[src/zx_io_consts.svh]
`ifndef ZX_IO_CONSTS_SVH
`define ZX_IO_CONSTS_SVH

// port decode
// only A0 of the #FE byte is decoded
`define ZX_PORT_FE_LO       8'hFE
`define ZX_PORT_COVOX       8'hFB
`define ZX_PORT_INTMASK_HI  8'h2A
`define ZX_PORT_INTMASK_LO  8'hAF

// IM2 vectors put on the bus during acknowledge
`define ZX_VEC_FRAME        8'hFF
`define ZX_VEC_LINE         8'hFD

// longest int_n low time in clk_28mhz cycles
`define ZX_INT_LEN          32

// mixer levels
`define ZX_BEEP_LVL         16'h2000
`define ZX_TAPE_LVL         16'h0800
`define ZX_COVOX_SHIFT      5

`endif

[src/zx_audio_pkg.sv]
package zx_audio_pkg;

  // raw sound sources before mixing
  typedef struct packed {
    logic       speaker;
    logic       tape_in;
    logic [7:0] covox;
  } audio_in_t;

  // unsigned mixer output word
  typedef logic [15:0] sample_t;

endpackage

[src/zx_bus_pkg.sv]
package zx_bus_pkg;

  // one synchronised port cycle as seen by the port block
  typedef struct packed {
    logic [15:0] addr;
    logic [7:0]  data;
    logic        wr_stb;
    logic        rd_act;
  } io_cycle_t;

  // bit layout of the #FE byte
  typedef struct packed {
    logic [2:0] spare;
    logic       speaker;
    logic       tape_out;
    logic [2:0] border;
  } fe_fields_t;

  typedef union packed {
    logic [7:0] raw;
    fe_fields_t f;
  } fe_port_u;

  // interrupt sources in the same order as the mask port bits
  typedef struct packed {
    logic line;
    logic frame;
  } int_src_t;

endpackage

[src/audio_mixer.sv]
`timescale 1ns/1ps
`include "zx_io_consts.svh"

module audio_mixer (
  input  logic                    clk_28mhz,
  input  logic                    rst,
  input  zx_audio_pkg::audio_in_t aud,
  output zx_audio_pkg::sample_t   audio_l,
  output zx_audio_pkg::sample_t   audio_r,
  output logic                    beep
);

  import zx_audio_pkg::*;

  // all three sources at full scale
  localparam sample_t MIX_MAX = `ZX_BEEP_LVL + `ZX_TAPE_LVL +
                                (sample_t'(8'hFF) << `ZX_COVOX_SHIFT);

  sample_t beep_term;
  sample_t tape_term;
  sample_t covox_term;
  sample_t mix_sum;
  sample_t mix_q;

  assign beep_term  = aud.speaker ? `ZX_BEEP_LVL : '0;
  assign tape_term  = aud.tape_in ? `ZX_TAPE_LVL : '0;
  assign covox_term = sample_t'(aud.covox) << `ZX_COVOX_SHIFT;
  assign mix_sum    = beep_term + tape_term + covox_term;

  always_ff @(posedge clk_28mhz) begin
    if (rst) begin
      mix_q <= '0;
      beep  <= 1'b0;
    end else begin
      mix_q <= mix_sum;
      beep  <= aud.speaker;
    end
  end

  // mono mix on both channels
  assign audio_l = mix_q;
  assign audio_r = mix_q;

  // no wrap past full scale
  a_mix_range: assert property (@(posedge clk_28mhz) disable iff (rst)
    audio_l <= MIX_MAX);

endmodule

[src/int_ctrl.sv]
`timescale 1ns/1ps
`include "zx_io_consts.svh"

module int_ctrl #(
  parameter int frame_clks = 560000
) (
  input  logic                 clk_28mhz,
  input  logic                 rst,
  input  logic                 intack_stb,
  input  logic                 ext_int,
  input  zx_bus_pkg::int_src_t int_mask,
  output logic                 int_n,
  output logic [7:0]           vector,
  output logic                 vec_src_valid
);

  import zx_bus_pkg::*;

  localparam int FRAME_W = $clog2(frame_clks);
  localparam int LEN_W   = $clog2(`ZX_INT_LEN);

  logic [FRAME_W-1:0] frame_cnt;
  logic [LEN_W-1:0]   len_cnt;
  logic [2:0]         ext_sr;
  logic               frame_wrap;
  logic               line_rise;
  logic               len_done;
  int_src_t           pend;
  int_src_t           pend_en;
  int_src_t           pend_nxt;

  assign frame_wrap = frame_cnt == FRAME_W'(frame_clks - 1);
  assign line_rise  = ext_sr[1] & ~ext_sr[2];
  assign pend_en    = pend & int_mask;
  assign len_done   = (pend_en != '0) && (len_cnt == LEN_W'(`ZX_INT_LEN - 1));

  always_comb begin
    pend_nxt = pend;
    // acknowledge takes the highest priority source with frame first
    if (intack_stb) begin
      if (pend_en.frame) begin
        pend_nxt.frame = 1'b0;
      end else if (pend_en.line) begin
        pend_nxt.line = 1'b0;
      end
    end
    if (frame_wrap && int_mask.frame) begin
      pend_nxt.frame = 1'b1;
    end
    if (line_rise && int_mask.line) begin
      pend_nxt.line = 1'b1;
    end
    // timeout wins so int_n always goes high for a cycle
    if (len_done) begin
      pend_nxt = '0;
    end
  end

  always_ff @(posedge clk_28mhz) begin
    if (rst) begin
      frame_cnt <= '0;
      len_cnt   <= '0;
      ext_sr    <= '0;
      pend      <= '0;
    end else begin
      frame_cnt <= frame_wrap ? '0 : frame_cnt + 1'b1;
      ext_sr    <= {ext_sr[1:0], ext_int};
      pend      <= pend_nxt;
      if (pend_en == '0 || len_done) begin
        len_cnt <= '0;
      end else begin
        len_cnt <= len_cnt + 1'b1;
      end
    end
  end

  assign int_n         = pend_en == '0;
  assign vec_src_valid = pend_en != '0;
  assign vector        = pend_en.frame ? `ZX_VEC_FRAME : `ZX_VEC_LINE;

  // int_n back high by the end of the allowed window
  a_int_len: assert property (@(posedge clk_28mhz) disable iff (rst)
    $fell(int_n) |-> ##(`ZX_INT_LEN) int_n);

endmodule

[src/z80_bus_sync.sv]
`timescale 1ns/1ps

module z80_bus_sync (
  input  logic                  clk_28mhz,
  input  logic                  rst,
  input  logic                  iorq_n,
  input  logic                  rd_n,
  input  logic                  wr_n,
  input  logic                  m1_n,
  input  logic [15:0]           addr,
  input  logic [7:0]            data,
  output zx_bus_pkg::io_cycle_t io,
  output logic                  intack_stb
);

  // two sync stages plus one delay stage for edge detection
  logic [2:0]  wr_sr;
  logic [2:0]  ack_sr;
  logic [1:0]  rd_sr;
  logic        wr_start;
  logic        ack_start;
  logic        wr_stb_q;
  logic [15:0] addr_q;
  logic [7:0]  data_q;

  assign wr_start  = wr_sr[1] & ~wr_sr[2];
  assign ack_start = ack_sr[1] & ~ack_sr[2];

  always_ff @(posedge clk_28mhz) begin
    if (rst) begin
      wr_sr      <= '0;
      ack_sr     <= '0;
      rd_sr      <= '0;
      wr_stb_q   <= 1'b0;
      intack_stb <= 1'b0;
    end else begin
      wr_sr      <= {wr_sr[1:0], ~iorq_n & ~wr_n};
      ack_sr     <= {ack_sr[1:0], ~iorq_n & ~m1_n};
      rd_sr      <= {rd_sr[0], ~iorq_n & ~rd_n};
      wr_stb_q   <= wr_start;
      intack_stb <= ack_start;
    end
  end

  // address follows the bus, data only taken at the write start
  always_ff @(posedge clk_28mhz) begin
    addr_q <= addr;
    if (wr_start) begin
      data_q <= data;
    end
  end

  assign io = '{addr: addr_q, data: data_q, wr_stb: wr_stb_q, rd_act: rd_sr[1]};

  // one strobe per write cycle
  a_wr_stb_single: assert property (@(posedge clk_28mhz) disable iff (rst)
    io.wr_stb |=> !io.wr_stb);

endmodule

[src/zx_io_top.sv]
`timescale 1ns/1ps

module zx_io_top #(
  parameter int frame_clks = 560000
) (
  input  logic                  clk_28mhz,
  input  logic                  rst,
  input  logic                  iorq_n,
  input  logic                  rd_n,
  input  logic                  wr_n,
  input  logic                  m1_n,
  input  logic [15:0]           addr,
  input  logic [7:0]            data,
  input  logic                  covox_en,
  input  logic                  tape_in,
  input  logic [4:0]            kbd_data,
  input  logic                  ext_int,
  output logic [7:0]            cpu_di,
  output logic                  int_n,
  output logic [2:0]            border,
  output logic                  tape_out,
  output logic                  beep,
  output zx_audio_pkg::sample_t audio_l,
  output zx_audio_pkg::sample_t audio_r
);

  import zx_bus_pkg::*;
  import zx_audio_pkg::*;

  io_cycle_t  io;
  int_src_t   int_mask;
  audio_in_t  aud;
  logic       intack_stb;
  logic [7:0] vector;
  logic       vec_src_valid;

  // bus side
  z80_bus_sync u_bus_sync (
    .clk_28mhz  (clk_28mhz),
    .rst        (rst),
    .iorq_n     (iorq_n),
    .rd_n       (rd_n),
    .wr_n       (wr_n),
    .m1_n       (m1_n),
    .addr       (addr),
    .data       (data),
    .io         (io),
    .intack_stb (intack_stb)
  );

  zx_ports u_ports (
    .clk_28mhz     (clk_28mhz),
    .rst           (rst),
    .io            (io),
    .covox_en      (covox_en),
    .tape_in       (tape_in),
    .kbd_data      (kbd_data),
    .vector        (vector),
    .vec_src_valid (vec_src_valid),
    .int_mask      (int_mask),
    .aud           (aud),
    .border        (border),
    .tape_out      (tape_out),
    .cpu_di        (cpu_di)
  );

  int_ctrl #(
    .frame_clks (frame_clks)
  ) u_int_ctrl (
    .clk_28mhz     (clk_28mhz),
    .rst           (rst),
    .intack_stb    (intack_stb),
    .ext_int       (ext_int),
    .int_mask      (int_mask),
    .int_n         (int_n),
    .vector        (vector),
    .vec_src_valid (vec_src_valid)
  );

  // sound output
  audio_mixer u_mixer (
    .clk_28mhz (clk_28mhz),
    .rst       (rst),
    .aud       (aud),
    .audio_l   (audio_l),
    .audio_r   (audio_r),
    .beep      (beep)
  );

endmodule

[src/zx_ports.sv]
`timescale 1ns/1ps
`include "zx_io_consts.svh"

module zx_ports (
  input  logic                    clk_28mhz,
  input  logic                    rst,
  input  zx_bus_pkg::io_cycle_t   io,
  input  logic                    covox_en,
  input  logic                    tape_in,
  input  logic [4:0]              kbd_data,
  input  logic [7:0]              vector,
  input  logic                    vec_src_valid,
  output zx_bus_pkg::int_src_t    int_mask,
  output zx_audio_pkg::audio_in_t aud,
  output logic [2:0]              border,
  output logic                    tape_out,
  output logic [7:0]              cpu_di
);

  import zx_bus_pkg::*;

  localparam logic [7:0] FE_LO = `ZX_PORT_FE_LO;

  fe_port_u   fe_q;
  logic [7:0] covox_q;
  logic       sel_fe;
  logic       sel_covox;
  logic       sel_mask;

  // port decode on the synchronised address
  assign sel_fe    = io.addr[0] == FE_LO[0];
  assign sel_covox = io.addr[7:0] == `ZX_PORT_COVOX;
  assign sel_mask  = io.addr == {`ZX_PORT_INTMASK_HI, `ZX_PORT_INTMASK_LO};

  always_ff @(posedge clk_28mhz) begin
    if (rst) begin
      fe_q.raw <= 8'h00;
      covox_q  <= 8'h00;
      // frame interrupt only
      int_mask <= '{line: 1'b0, frame: 1'b1};
    end else if (io.wr_stb) begin
      if (sel_fe) begin
        fe_q.raw <= io.data;
      end
      if (sel_covox && covox_en) begin
        covox_q <= io.data;
      end
      if (sel_mask) begin
        int_mask <= io.data[1:0];
      end
    end
  end

  assign border   = fe_q.f.border;
  assign tape_out = fe_q.f.tape_out;

  assign aud = '{speaker: fe_q.f.speaker, tape_in: tape_in, covox: covox_q};

  // read data mux with the vector first during acknowledge
  always_comb begin
    if (vec_src_valid) begin
      cpu_di = vector;
    end else if (io.rd_act && sel_fe) begin
      cpu_di = {1'b1, tape_in, 1'b1, kbd_data};
    end else begin
      cpu_di = 8'hFF;
    end
  end

endmodule
[config.mk]
export PLATFORM = sky130hd
export DESIGN_NAME = zx_io_top
export DESIGN_NICKNAME = d
export VERILOG_FILES = /design/src/zx_audio_pkg.sv /design/src/zx_bus_pkg.sv /design/src/audio_mixer.sv /design/src/int_ctrl.sv /design/src/z80_bus_sync.sv /design/src/zx_io_top.sv /design/src/zx_ports.sv
export VERILOG_INCLUDE_DIRS = /design/src
export SDC_FILE = /design/constraint.sdc
export NUM_CORES = 1
export LEC_CHECK = 0
export BUFFER_PORTS_ARGS = -buffer_cell sky130_fd_sc_hd__buf_2
export CAP_MARGIN = 20
export CORE_MARGIN = 4
export CORE_UTILIZATION = 45
export DETAILED_ROUTE_END_ITERATION = 16
export PLACE_DENSITY = 0.79
export SETUP_SLACK_MARGIN = 0.02
export SYNTH_ARGS = -nofsm -noshare
export SYNTH_HDL_FRONTEND = slang
export SYNTH_SLANG_ARGS = --single-unit
[constraint.sdc]
create_clock -name clk_28mhz -period 1.65 [get_ports clk_28mhz]
set_input_delay 0.33 -clock clk_28mhz [delete_from_list [all_inputs] [get_ports clk_28mhz]]
set_output_delay 0.33 -clock clk_28mhz [all_outputs]
set_load 0.005 [all_outputs]
==> results of run 1 <==
-- registers in the layout, indices dropped and copies added (netlist names) --
signal / cells
u_mixer.beep: 1
u_bus_sync.rd_sr: 2
u_ports.int_mask: 2
u_ports.fe_q: 5
u_bus_sync.ack_sr: 3
u_bus_sync.intack_stb: 1
u_mixer.audio_l: 10
u_bus_sync.wr_sr: 3
u_bus_sync.addr_q: 16
u_bus_sync.wr_stb_q: 1
u_int_ctrl.ext_sr: 3
u_int_ctrl.frame_cnt: 20
u_bus_sync.data_q: 8
u_int_ctrl.pend: 2
u_ports.covox_q: 8
u_int_ctrl.len_cnt: 5
-- repair_timing --
action | in CTS | in global routing
endpoints found under the setup margin | 10 | 30
cloned | 0 | 1
hold buffers | 0 | 0
resized for setup | 14 | 19
pin swaps | 6 | 11
buffers inserted | 6 | 2
-- worst register-to-register path, stage by stage, from the launching register on --
cell and delay (ps):
sky130_fd_sc_hd__dfxtp_2 370, sky130_fd_sc_hd__ha_4 150, sky130_fd_sc_hd__buf_6 100, sky130_fd_sc_hd__nand4_1 190, sky130_fd_sc_hd__nor4_2 310, sky130_fd_sc_hd__buf_4 170
sky130_fd_sc_hd__mux2i_1 180, sky130_fd_sc_hd__nor3_1 60
-- worst max-delay path by stage --
stage / startpoint / to / slack [ps] / cells after the start
floorplan: u_int_ctrl.frame_cnt[1]$_SDFF_PP0_ / u_int_ctrl.frame_cnt[16]$_SDFF_PP0_ / 20 / 5
global placement: u_int_ctrl.frame_cnt[1]$_SDFF_PP0_ / u_int_ctrl.frame_cnt[16]$_SDFF_PP0_ / 40 / 5
detailed placement: u_int_ctrl.frame_cnt[1]$_SDFF_PP0_ / u_int_ctrl.frame_cnt[16]$_SDFF_PP0_ / 20 / 5
CTS: u_int_ctrl.pend[0]$_SDFFE_PP0P_ / cpu_di[6] / -50 / 4
global route: u_int_ctrl.frame_cnt[0]$_SDFF_PP0_ / u_int_ctrl.frame_cnt[18]$_SDFF_PP0_ / -150 / 7
finish: u_int_ctrl.pend[1]$_SDFFE_PP0P_ / cpu_di[6] / -40 / 4
-- layer usage --
| layer | share of wire | up-vias |
|---|---|---|
| met3 | 0.065 | 13 |
| met4 | 0.016 | 0 |
| met5 | 0 | - |
| li1 | - | 1199 |
| met1 | 0.40 | 1120 |
| met2 | 0.52 | 101 |
-- area by class of cell --
type                            instances  share of cell area
Timing Repair Buffer                   98               0.146
Multi-Input combinational cell        195               0.320
Clock buffer                            9              0.0293
Clock inverter                          7              0.0237
Sequential cell                        90               0.447
Tap cell                               96              0.0285
Inverter                                6             0.00533
-- report_power, final --
part / total, mW / internal, mW / switching [mW]
sequential: 2.26 / 2.24 / 0.0202
combinational: 0.157 / 0.0844 / 0.0724
clock: 1.66 / 0.866 / 0.794
total: 4.08 / 3.20 / 0.887
-- cell usage after synthesis, types with 3 or more instances --
cell type                   n
sky130_fd_sc_hd__a21oi_1    3
sky130_fd_sc_hd__xor2_1     3
sky130_fd_sc_hd__ha_1       5
sky130_fd_sc_hd__nor2b_1   21
sky130_fd_sc_hd__xnor2_1   14
sky130_fd_sc_hd__inv_1      6
sky130_fd_sc_hd__mux2i_1   14
sky130_fd_sc_hd__and3_1     3
sky130_fd_sc_hd__dfxtp_1   82
sky130_fd_sc_hd__buf_4     25
sky130_fd_sc_hd__nand2_1   10
sky130_fd_sc_hd__a211oi_1   4
sky130_fd_sc_hd__edfxtp_1   8
sky130_fd_sc_hd__nand4b_1   3
sky130_fd_sc_hd__clkbuf_1   6
sky130_fd_sc_hd__nor2_1    40
sky130_fd_sc_hd__nand4_1    6
sky130_fd_sc_hd__or3_1      7
sky130_fd_sc_hd__nor4_1     7
sky130_fd_sc_hd__nand3_1    8
sky130_fd_sc_hd__and2_1     4
sky130_fd_sc_hd__nor3_1     9
-- through the flow --
step           hold slack, ps  utilization  total power, mW  worst slack [ps]  instances
2_1_floorplan             358            -             2.39              24.5        323
3_3_place_gp              376        0.541             2.44              40.6        476
3_5_place_dp              384        0.541             2.45              21.9        476
4_1_cts                  58.1        0.588             4.09             -54.4        498
5_1_grt                  51.6        0.608             4.23              -152        501
6_report                 76.1        0.608             4.08             -44.3        501
-- logic make-up after synthesis --
kind of cell,share of synthesized area
AO/OA/AOI/OAI,0.0316
AND/OR/NAND/NOR,0.214
other,0.00229
flip-flops,0.573
adder cells (fa/ha/maj),0.0190
buffers and inverters,0.0724
XOR/XNOR,0.0453
multiplexers,0.0427
==> qor.log, run 1 <==
[synth] register area share after synthesis 0.573
[worst_hold_path] type of the worst min-delay path primary input to flip-flop
[finish] most frequent standard cell in the layout excluding fill and tap cells sky130_fd_sc_hd__dfxtp_1
[worst_setup_path] list of cells traversed by the critical path nand2_4 > nand2_4 > or3_4 > buf_6
[grt] global-route track usage on met2 0.261
[clock_network] sink count of the clock tree 90
[grt] global-route wire length before repair 10700 microns
[worst_setup_path] longest individual stage delay on the worst path 380 ps
[clock_network] CTS Buf Count 9
[clock_network] number of levels the H-tree was split into 3
[synth] post-synthesis register bit count 90
[synth] YS warnings 0
[routing] Starting DRT DRC Count 123
[outcome] violated checks setup timing
[clock_network] CTS clock-pin slew for the worst setup and hold paths 90 ps
[floorplanning] Boundary Pins 84
[finish] share of final-layout standard cells stronger than drive strength 1 0.348
[synth] most common flop cell mapped by yosys sky130_fd_sc_hd__dfxtp_1
[sta] Fin. Hold Viols 0
[synth] asr flop ratio synth 0
[synth] total standard cell area after synthesis 3280 sq um
[worst_setup_path] terminus of the critical flop-to-flop path u_int_ctrl.frame_cnt[18]$_SDFF_PP0_
[place] instance area after placement 3760 sq um
[synth] number of enable flip-flop cells after synthesis 8
[grt] met1 track demand over resource in global routing 0.179
[sta] setup repair after global routing missed its margin yes
[sta] Period Utilization, post-route 1.03
[sta] post-route setup slack -44.3 ps
[grt] Global Route Usage Sum 0.155
[finish] Design Area, Final 4220 sq um
[place] Port Buf Inserts 69
[clock_network] maximum buffer depth of the clock tree 2
[sta] achievable frequency 0.590 GHz
[floorplanning] full die area 8730 sq um
[worst_hold_path] startpoint of the most critical hold path addr[0]
[grt] grt total ovfl 0
[floorplanning] Die Y 93.4 microns
[worst_setup_path] library cell appearing most often on the critical path sky130_fd_sc_hd__nand2_4
[sta] total negative setup slack -77.8 ps
[finish] P&R area growth vs syn 28.5%
[worst_hold_path] destination of the worst hold path u_bus_sync.addr_q[0]$_DFF_P_
[synth] top cell type's share of synthesized area 0.500
[clock_network] Clock Root Buffer sky130_fd_sc_hd__clkbuf_8
[worst_setup_path] cell family with most CP delay simple AND/OR/NAND/NOR gates
[routing] Avg Vias per Cell 4.86
[power_and_ir_drop] power per standard cell area 967 nW/um^2
[routing] DRT antenna net count 0
[power_and_ir_drop] largest vdd supply drop 0.728 mV
[grt] antenna violations before repair 0
[worst_setup_path] startpoint type of the worst setup path flip-flop
[floorplanning] effective utilization at floorplan 0.473
[finish] footprint of the multi-input gates 1350 sq um
[floorplanning] placeable core region 6940 sq um
[grt] number of global-route vias before repair 2423
[power_and_ir_drop] cell leakage power 1.74 nW
[synth] Synth area leader sky130_fd_sc_hd__dfxtp_1
[place] detailed-placement wirelength estimate 4530 microns
[finish] # nets final 443
[finish] antenna diode instance count 0
[job] MaxCap Viol Count 0
[routing] Detailed Route WL 6790 microns
[grt] global routing's busiest layer met2
[worst_setup_path] slack of the worst reg-to-reg path -10 ps
[worst_setup_path] slowest stage cell on the critical path sky130_fd_sc_hd__or3_4
[synth] leading cell types by total area after synthesis sky130_fd_sc_hd__dfxtp_1 (50%), sky130_fd_sc_hd__edfxtp_1 (7.3%), sky130_fd_sc_hd__buf_4 (5.7%), sky130_fd_sc_hd__nor2_1 (4.6%), sky130_fd_sc_hd__mux2i_1 (4.3%)
[routing] total via count after detailed routing 2433
[routing] DRC violations left 0
[finish] fill cell count 563
[grt] met3 global-route usage 0.0410
[worst_setup_path] Required @ worst endpoint 1320 ps
[routing] routed wire length per instance 13.6 microns
[worst_setup_path] data arrival time at the worst-slack endpoint 1360 ps
[sta] minimum clock period after layout 1690 ps
[worst_setup_path] Reg-to-Reg Start u_int_ctrl.frame_cnt[0]$_SDFF_PP0_
[synth] synthesized instance count 311
[finish] top library cells by usage in the layout, fill and taps aside sky130_fd_sc_hd__dfxtp_1 (77), sky130_fd_sc_hd__buf_2 (68), sky130_fd_sc_hd__nor2_1 (39), sky130_fd_sc_hd__buf_4 (25), sky130_fd_sc_hd__nor2b_1 (21)
[synth] post-synthesis average cell area 10.6 sq um
[grt] largest net degree at the start of global routing 32
[outcome] status finished with violations
[routing] First-pass DRT Iterations 4
[worst_setup_path] Worst Path Buf+Inv 1
[worst_setup_path] Crit Path Category flip-flop to primary output
[worst_hold_path] Min-Delay Path Depth 1
[floorplanning] Die Span X 93.4 microns
[floorplanning] number of placement rows 30
[finish] Register Area 1890 sq um
[place] Final Wtd Congestion 0.862
[clock_network] TritonCTS clock tree built
[worst_setup_path] Worst setup EP type primary output
[worst_setup_path] number of cell instances on the worst register-to-register path 7
[sta] number of slew-limit violations in the final report 0
[clock_network] Worst-Skew Late Latency 350 ps
[worst_setup_path] largest driver fanout on the critical path 6
[sta] final setup violating endpoints 6
[synth] Synth cell types 38
[sta] worst-case clock skew 6.19 ps
No activity file was read; power rests on OpenSTA's default activity.
==> run 2, diff against run 1 <==
Settings changed: CORE_MARGIN 4 to unset.
==> qor.log, run 2 (synthesis results as in run 1) <==
[finish] P&R area growth vs syn 25.3%
[clock_network] number of levels the H-tree was split into 3
[worst_setup_path] slack of the worst reg-to-reg path 50 ps
[worst_setup_path] Worst setup EP type primary output
[finish] Design Area, Final 4120 sq um
[worst_setup_path] Critical Path Source u_ports.int_mask[0]$_SDFFE_PP1P_
[clock_network] hold buffer count at CTS 0
[outcome] violated checks setup timing
[worst_setup_path] Crit Path Category flip-flop to primary output
[outcome] status finished with violations
[finish] Largest register FFs 20
[finish] top library cells by usage in the layout, fill and taps aside sky130_fd_sc_hd__dfxtp_1 (73), sky130_fd_sc_hd__buf_2 (68), sky130_fd_sc_hd__nor2_1 (40), sky130_fd_sc_hd__buf_4 (29), sky130_fd_sc_hd__nor2b_1 (21)
[sta] total negative setup slack -54.1 ps
[clock_network] CTS Buf Count 9
[finish] largest registers u_int_ctrl.frame_cnt x20, u_bus_sync.addr_q x16, u_mixer.audio_l x10
[power_and_ir_drop] Reg power frac 0.596
[sta] minimum clock period after layout 1690 ps
[worst_setup_path] Required @ worst endpoint 1320 ps
[sta] setup repair after global routing missed its margin yes
[floorplanning] number of placement rows 30
[grt] largest net degree at the start of global routing 26
[routing] total via count after detailed routing 2417
[power_and_ir_drop] Pint 2.90 mW
[place] detailed-placement wirelength estimate 4250 microns
[grt] Global Route Usage Sum 0.165
[floorplanning] full die area 7640 sq um
[power_and_ir_drop] power per standard cell area 923 nW/um^2
[grt] antenna violations before repair 0
[grt] number of global-route vias before repair 2258
[routing] DRT antenna net count 0
[place] Port Buf Inserts 69
[sta] Fin. Hold Viols 0
[worst_setup_path] cell family with most CP delay simple AND/OR/NAND/NOR gates
[floorplanning] effective utilization at floorplan 0.476
[clock_network] TritonCTS clock tree built
[finish] # nets final 445
[sta] final setup violating endpoints 3
[routing] DRC violations left 0
[job] MaxCap Viol Count 0
[worst_hold_path] Min-Delay Path Depth 1
[sta] achievable frequency 0.591 GHz
[clock_network] sink count of the clock tree 90
[power_and_ir_drop] largest vdd supply drop 0.673 mV
[sta] post-route setup slack -42.3 ps
[finish] Register Area 1890 sq um
[clock_network] CTS clock-pin slew for the worst setup and hold paths 90 ps
[clock_network] maximum buffer depth of the clock tree 2
[place] instance area after placement 3790 sq um
[finish] antenna diode instance count 0
[floorplanning] Die Y 87.4 microns
[finish] register ranked first by flip-flop count u_int_ctrl.frame_cnt
[place] Final Wtd Congestion 0.866
[routing] Avg Vias per Cell 4.81
[power_and_ir_drop] share of power burned in the clock network 0.365
[sta] Period Utilization, post-route 1.03
[routing] First-pass DRT Iterations 4
[finish] footprint of the multi-input gates 1290 sq um
[worst_setup_path] slowest stage cell on the critical path sky130_fd_sc_hd__or3_4
[power_and_ir_drop] Pwr Total 3.80 mW
[grt] grt total ovfl 0
[routing] routed wire length per instance 12.3 microns
[place] worst slack at placement 16.9 ps
[routing] Detailed Route WL 6170 microns
[finish] core occupancy in the finished layout 0.596
[worst_hold_path] type of the worst min-delay path primary input to flip-flop
[finish] share of final-layout standard cells stronger than drive strength 1 0.339
[sta] final hold slack 77.2 ps
[floorplanning] Die Span X 87.4 microns
[sta] number of slew-limit violations in the final report 0
[power_and_ir_drop] Combinational Power Share 0.040
[finish] most frequent standard cell in the layout excluding fill and tap cells sky130_fd_sc_hd__dfxtp_1
[finish] fill cell count 579
[worst_setup_path] Worst Path Buf+Inv 1
[routing] Starting DRT DRC Count 84
[floorplanning] placeable core region 6910 sq um
[power_and_ir_drop] cell leakage power 1.70 nW
[worst_setup_path] Reg-to-Reg Start u_int_ctrl.frame_cnt[0]$_SDFF_PP0_
[place] placed cells 480
[worst_setup_path] number of cell instances on the worst register-to-register path 5
[floorplanning] Boundary Pins 84
[power_and_ir_drop] Net Switching 0.899 mW
[worst_setup_path] terminus of the critical flop-to-flop path u_int_ctrl.frame_cnt[16]$_SDFF_PP0_
[worst_setup_path] data arrival time at the worst-slack endpoint 1360 ps
[worst_hold_path] destination of the worst hold path u_bus_sync.addr_q[9]$_DFF_P_
[power_and_ir_drop] switching fraction of total power 0.237
[worst_setup_path] startpoint type of the worst setup path flip-flop
[clock_network] Clock Root Buffer sky130_fd_sc_hd__clkbuf_8
[worst_setup_path] largest driver fanout on the critical path 6
[finish] non-filler cells in the finished layout 503
[clock_network] Worst-Skew Late Latency 350 ps
[grt] global-route wire length before repair 9650 microns
[sta] worst-case clock skew 8.43 ps
[worst_hold_path] startpoint of the most critical hold path addr[9]
[worst_setup_path] list of cells traversed by the critical path nand2_2 > nand2_4 > or3_4 > buf_6
[worst_setup_path] longest individual stage delay on the worst path 390 ps
[run 2: changes by cell type in the layout (fill, tap and decap cells not counted), sizes merged]
cell / before / now
bufinv: 2 / 0
clkbuf: 10 / 9
buf: 97 / 100
inv: 8 / 10
[run 2: worst max path at each step]
stage	to	slack (ps)	cells past startpoint
3_5_place_dp	u_int_ctrl.frame_cnt[16]$_SDFF_PP0_	20	5
2_1_floorplan	u_int_ctrl.frame_cnt[16]$_SDFF_PP0_	20	5
3_3_place_gp	u_int_ctrl.frame_cnt[16]$_SDFF_PP0_	30	5
5_1_grt	cpu_di[6]	-90	4
6_report	cpu_di[6]	-40	4
4_1_cts	cpu_di[6]	-50	4
[run 2: metal layers]
metal | global-route usage | up-vias | part of all wire
li1 | - | 1208 | -
met1 | 0.182 | 1116 | 0.41
met2 | 0.297 | 88 | 0.52
met3 | 0.0351 | 5 | 0.061
met4 | 0.0835 | 0 | 0.011
met5 | 0 | - | 0
[run 2: worst register-to-register path, delay by kind of cell (launching register included)]
kind	cells	cell delay [ps]
adder cells (fa/ha/maj)	1	150
AND/OR/NAND/NOR	3	880
AO/OA/AOI/OAI	1	150
flip-flops	1	360
[run 2: power by group through the flow]
stage	Sequential [mW]	Combinational (mW)	Clock, mW
after floorplan	2.31	0.0819	0
after global placement	2.31	0.138	0
after detailed placement	2.31	0.140	0
after CTS	2.26	0.147	1.42
after global routing	2.27	0.169	1.51
final	2.26	0.151	1.39
[run 2: area by class of cell]
cell class              count  share of cell area
clock buffers               9              0.0301
clock inverters             7              0.0146
inverters                   6             0.00547
multi-input cells         195               0.313
flip-flops and latches     90               0.460
well taps                  96              0.0292
repair buffers            100               0.148
[run 2: repair_timing]
action | CTS | global route
resized for setup | 12 | 12
pin swaps | 6 | 13
setup endpoints to repair | 8 | 11
buffers inserted | 5 | 2
==> run 3, diff against run 2 <==
Settings changed: PLACE_DENSITY 0.79 to 0.8, SKIP_LAST_GASP set to 1.
==> qor.log, run 3 (synthesis results as in run 1) <==
[routing] DRC violations left 0
[worst_setup_path] Worst Path Buf+Inv 1
[grt] largest net degree at the start of global routing 34
[place] Final Wtd Congestion 0.866
[floorplanning] effective utilization at floorplan 0.476
[place] Port Buf Inserts 69
[finish] antenna diode instance count 0
[power_and_ir_drop] share of power burned in the clock network 0.374
[clock_network] number of levels the H-tree was split into 3
[worst_setup_path] largest driver fanout on the critical path 6
[sta] minimum clock period after layout 1690 ps
[worst_setup_path] data arrival time at the worst-slack endpoint 1360 ps
[routing] Starting DRT DRC Count 52
[clock_network] TritonCTS clock tree built
[sta] worst-case clock skew 16.1 ps
[finish] P&R area growth vs syn 25.4%
[grt] number of global-route vias before repair 2317
[routing] First-pass DRT Iterations 4
[sta] post-route setup slack -40.2 ps
[floorplanning] Boundary Pins 84
[worst_setup_path] library cell appearing most often on the critical path sky130_fd_sc_hd__nand2_4
[worst_setup_path] list of cells traversed by the critical path nand2_4 > nand2_4 > or3_4 > buf_6
[clock_network] sink count of the clock tree 90
[power_and_ir_drop] Net Switching 0.831 mW
[sta] Fin. Hold Viols 0
[power_and_ir_drop] cell leakage power 1.70 nW
[worst_setup_path] Required @ worst endpoint 1320 ps
[sta] Period Utilization, post-route 1.02
[power_and_ir_drop] Reg power frac 0.590
[place] detailed-placement wirelength estimate 4300 microns
[place] instance area after placement 3770 sq um
[floorplanning] placeable core region 6910 sq um
[grt] grt total ovfl 0
[place] worst slack at placement -29.5 ps
[grt] antenna violations before repair 0
[power_and_ir_drop] Pint 3.01 mW
[routing] Avg Vias per Cell 4.80
[clock_network] CTS clock-pin slew for the worst setup and hold paths 80 ps
[worst_setup_path] cell family with most CP delay simple AND/OR/NAND/NOR gates
[routing] DRT antenna net count 0
[worst_setup_path] slack of the worst reg-to-reg path 70 ps
[worst_hold_path] type of the worst min-delay path primary input to flip-flop
[routing] total via count after detailed routing 2400
[floorplanning] number of placement rows 30
[sta] final setup violating endpoints 5
[power_and_ir_drop] Combinational Power Share 0.037
[floorplanning] full die area 7640 sq um
[clock_network] Worst-Skew Late Latency 350 ps
[outcome] violated checks setup timing
[power_and_ir_drop] largest vdd supply drop 0.655 mV
[grt] Global Route Usage Sum 0.180
[clock_network] Clock Root Buffer sky130_fd_sc_hd__clkbuf_8
[routing] Detailed Route WL 6340 microns
[finish] largest registers u_int_ctrl.frame_cnt x20, u_bus_sync.addr_q x16, u_mixer.audio_l x10
[worst_setup_path] slowest stage cell on the critical path sky130_fd_sc_hd__or3_4
[finish] Design Area, Final 4120 sq um
[power_and_ir_drop] power per standard cell area 933 nW/um^2
[job] MaxCap Viol Count 0
[finish] register ranked first by flip-flop count u_int_ctrl.frame_cnt
[finish] share of final-layout standard cells stronger than drive strength 1 0.339
[finish] most frequent standard cell in the layout excluding fill and tap cells sky130_fd_sc_hd__dfxtp_1
[clock_network] maximum buffer depth of the clock tree 2
[worst_setup_path] longest individual stage delay on the worst path 380 ps
[place] placed cells 478
[sta] setup repair after global routing missed its margin yes
[sta] number of slew-limit violations in the final report 0
[finish] Largest register FFs 20
[worst_setup_path] Crit Path Category flip-flop to primary output
[floorplanning] Die Span X 87.4 microns
[outcome] status finished with violations
[finish] # nets final 442
[worst_setup_path] startpoint type of the worst setup path flip-flop
[sta] achievable frequency 0.592 GHz
[routing] routed wire length per instance 12.7 microns
[power_and_ir_drop] switching fraction of total power 0.216
[sta] final hold slack 79.6 ps
[worst_setup_path] Worst setup EP type primary output
[finish] top library cells by usage in the layout, fill and taps aside sky130_fd_sc_hd__dfxtp_1 (71), sky130_fd_sc_hd__buf_2 (68), sky130_fd_sc_hd__nor2_1 (40), sky130_fd_sc_hd__buf_4 (24), sky130_fd_sc_hd__nor2b_1 (21)
[floorplanning] Die Y 87.4 microns
[clock_network] CTS Buf Count 9
[finish] non-filler cells in the finished layout 500
[grt] global-route wire length before repair 10300 microns
[finish] fill cell count 579
[run 3: cell types whose count changed in the layout (fill, tap and decap cells not counted), sizes merged]
cell	delta
clkbuf	+3
inv	-3
buf	-3
[run 3: path summary, 6_finish.rpt]
path                                 startpoint                                   to  depth (start not counted)
max             u_int_ctrl.pend[1]$_SDFFE_PP0P_                            cpu_di[6]                          4
min                                     addr[4]         u_bus_sync.addr_q[4]$_DFF_P_                          1
max reg2reg  u_int_ctrl.frame_cnt[4]$_SDFF_PP0_  u_int_ctrl.frame_cnt[18]$_SDFF_PP0_                          6
min reg2reg     u_bus_sync.ack_sr[2]$_SDFF_PP0_     u_bus_sync.intack_stb$_SDFF_PP0_                          1
[run 3: metal layers]
metal  GRT usage  wire [microns]  vias to the layer above
met5           0               0                        -
met4       0.101             170                        0
met3      0.0360             283                       13
met2       0.330            3380                       83
met1       0.191            2510                     1104
li1            -               -                     1200
[run 3: layout make-up]
| cell class | count | area, sq um | area share |
|---|---|---|---|
| flip-flops and latches | 90 | 1900 | 0.460 |
| multi-input cells | 195 | 1280 | 0.312 |
| repair buffers | 97 | 594 | 0.144 |
| clock buffers | 12 | 166 | 0.0404 |
| well taps | 96 | 120 | 0.0292 |
| clock inverters | 4 | 33.8 | 0.00820 |
| inverters | 6 | 22.5 | 0.00547 |
[run 3: per-stage QoR]
stage	setup TNS, ps	power [mW]	util
after floorplan	0	2.39	-
after global placement	0	2.44	0.546
after detailed placement	-29.5	2.45	0.546
after CTS	-195	3.88	0.586
after global routing	-353	4.00	0.596
final	-96.6	3.84	0.596
[run 3: what timing repair did]
item                                    in CTS  in global routing
pin swaps                                    6                  7
gates cloned                                 0                  0
hold buffers                                 0                  0
buffers inserted                             3                  5
gates resized for setup                     14                 14
endpoints found under the hold margin        0                  0
endpoints found under the setup margin       8                 13
[run 3: power groups by stage]
stage          Clock (mW)  Combinational [mW]  Sequential [mW]
5_1_grt              1.57               0.156             2.27
4_1_cts              1.47               0.143             2.26
6_report             1.44               0.141             2.27
3_5_place_dp            0               0.138             2.31
3_3_place_gp            0               0.135             2.31
2_1_floorplan           0              0.0819             2.31
[run 3: worst reg2reg max path: cells and delay by family (launching register included)]
family	cells	cell delay, ps
simple gates	3	670
buf+inv	2	260
flops	1	350
mux	1	190
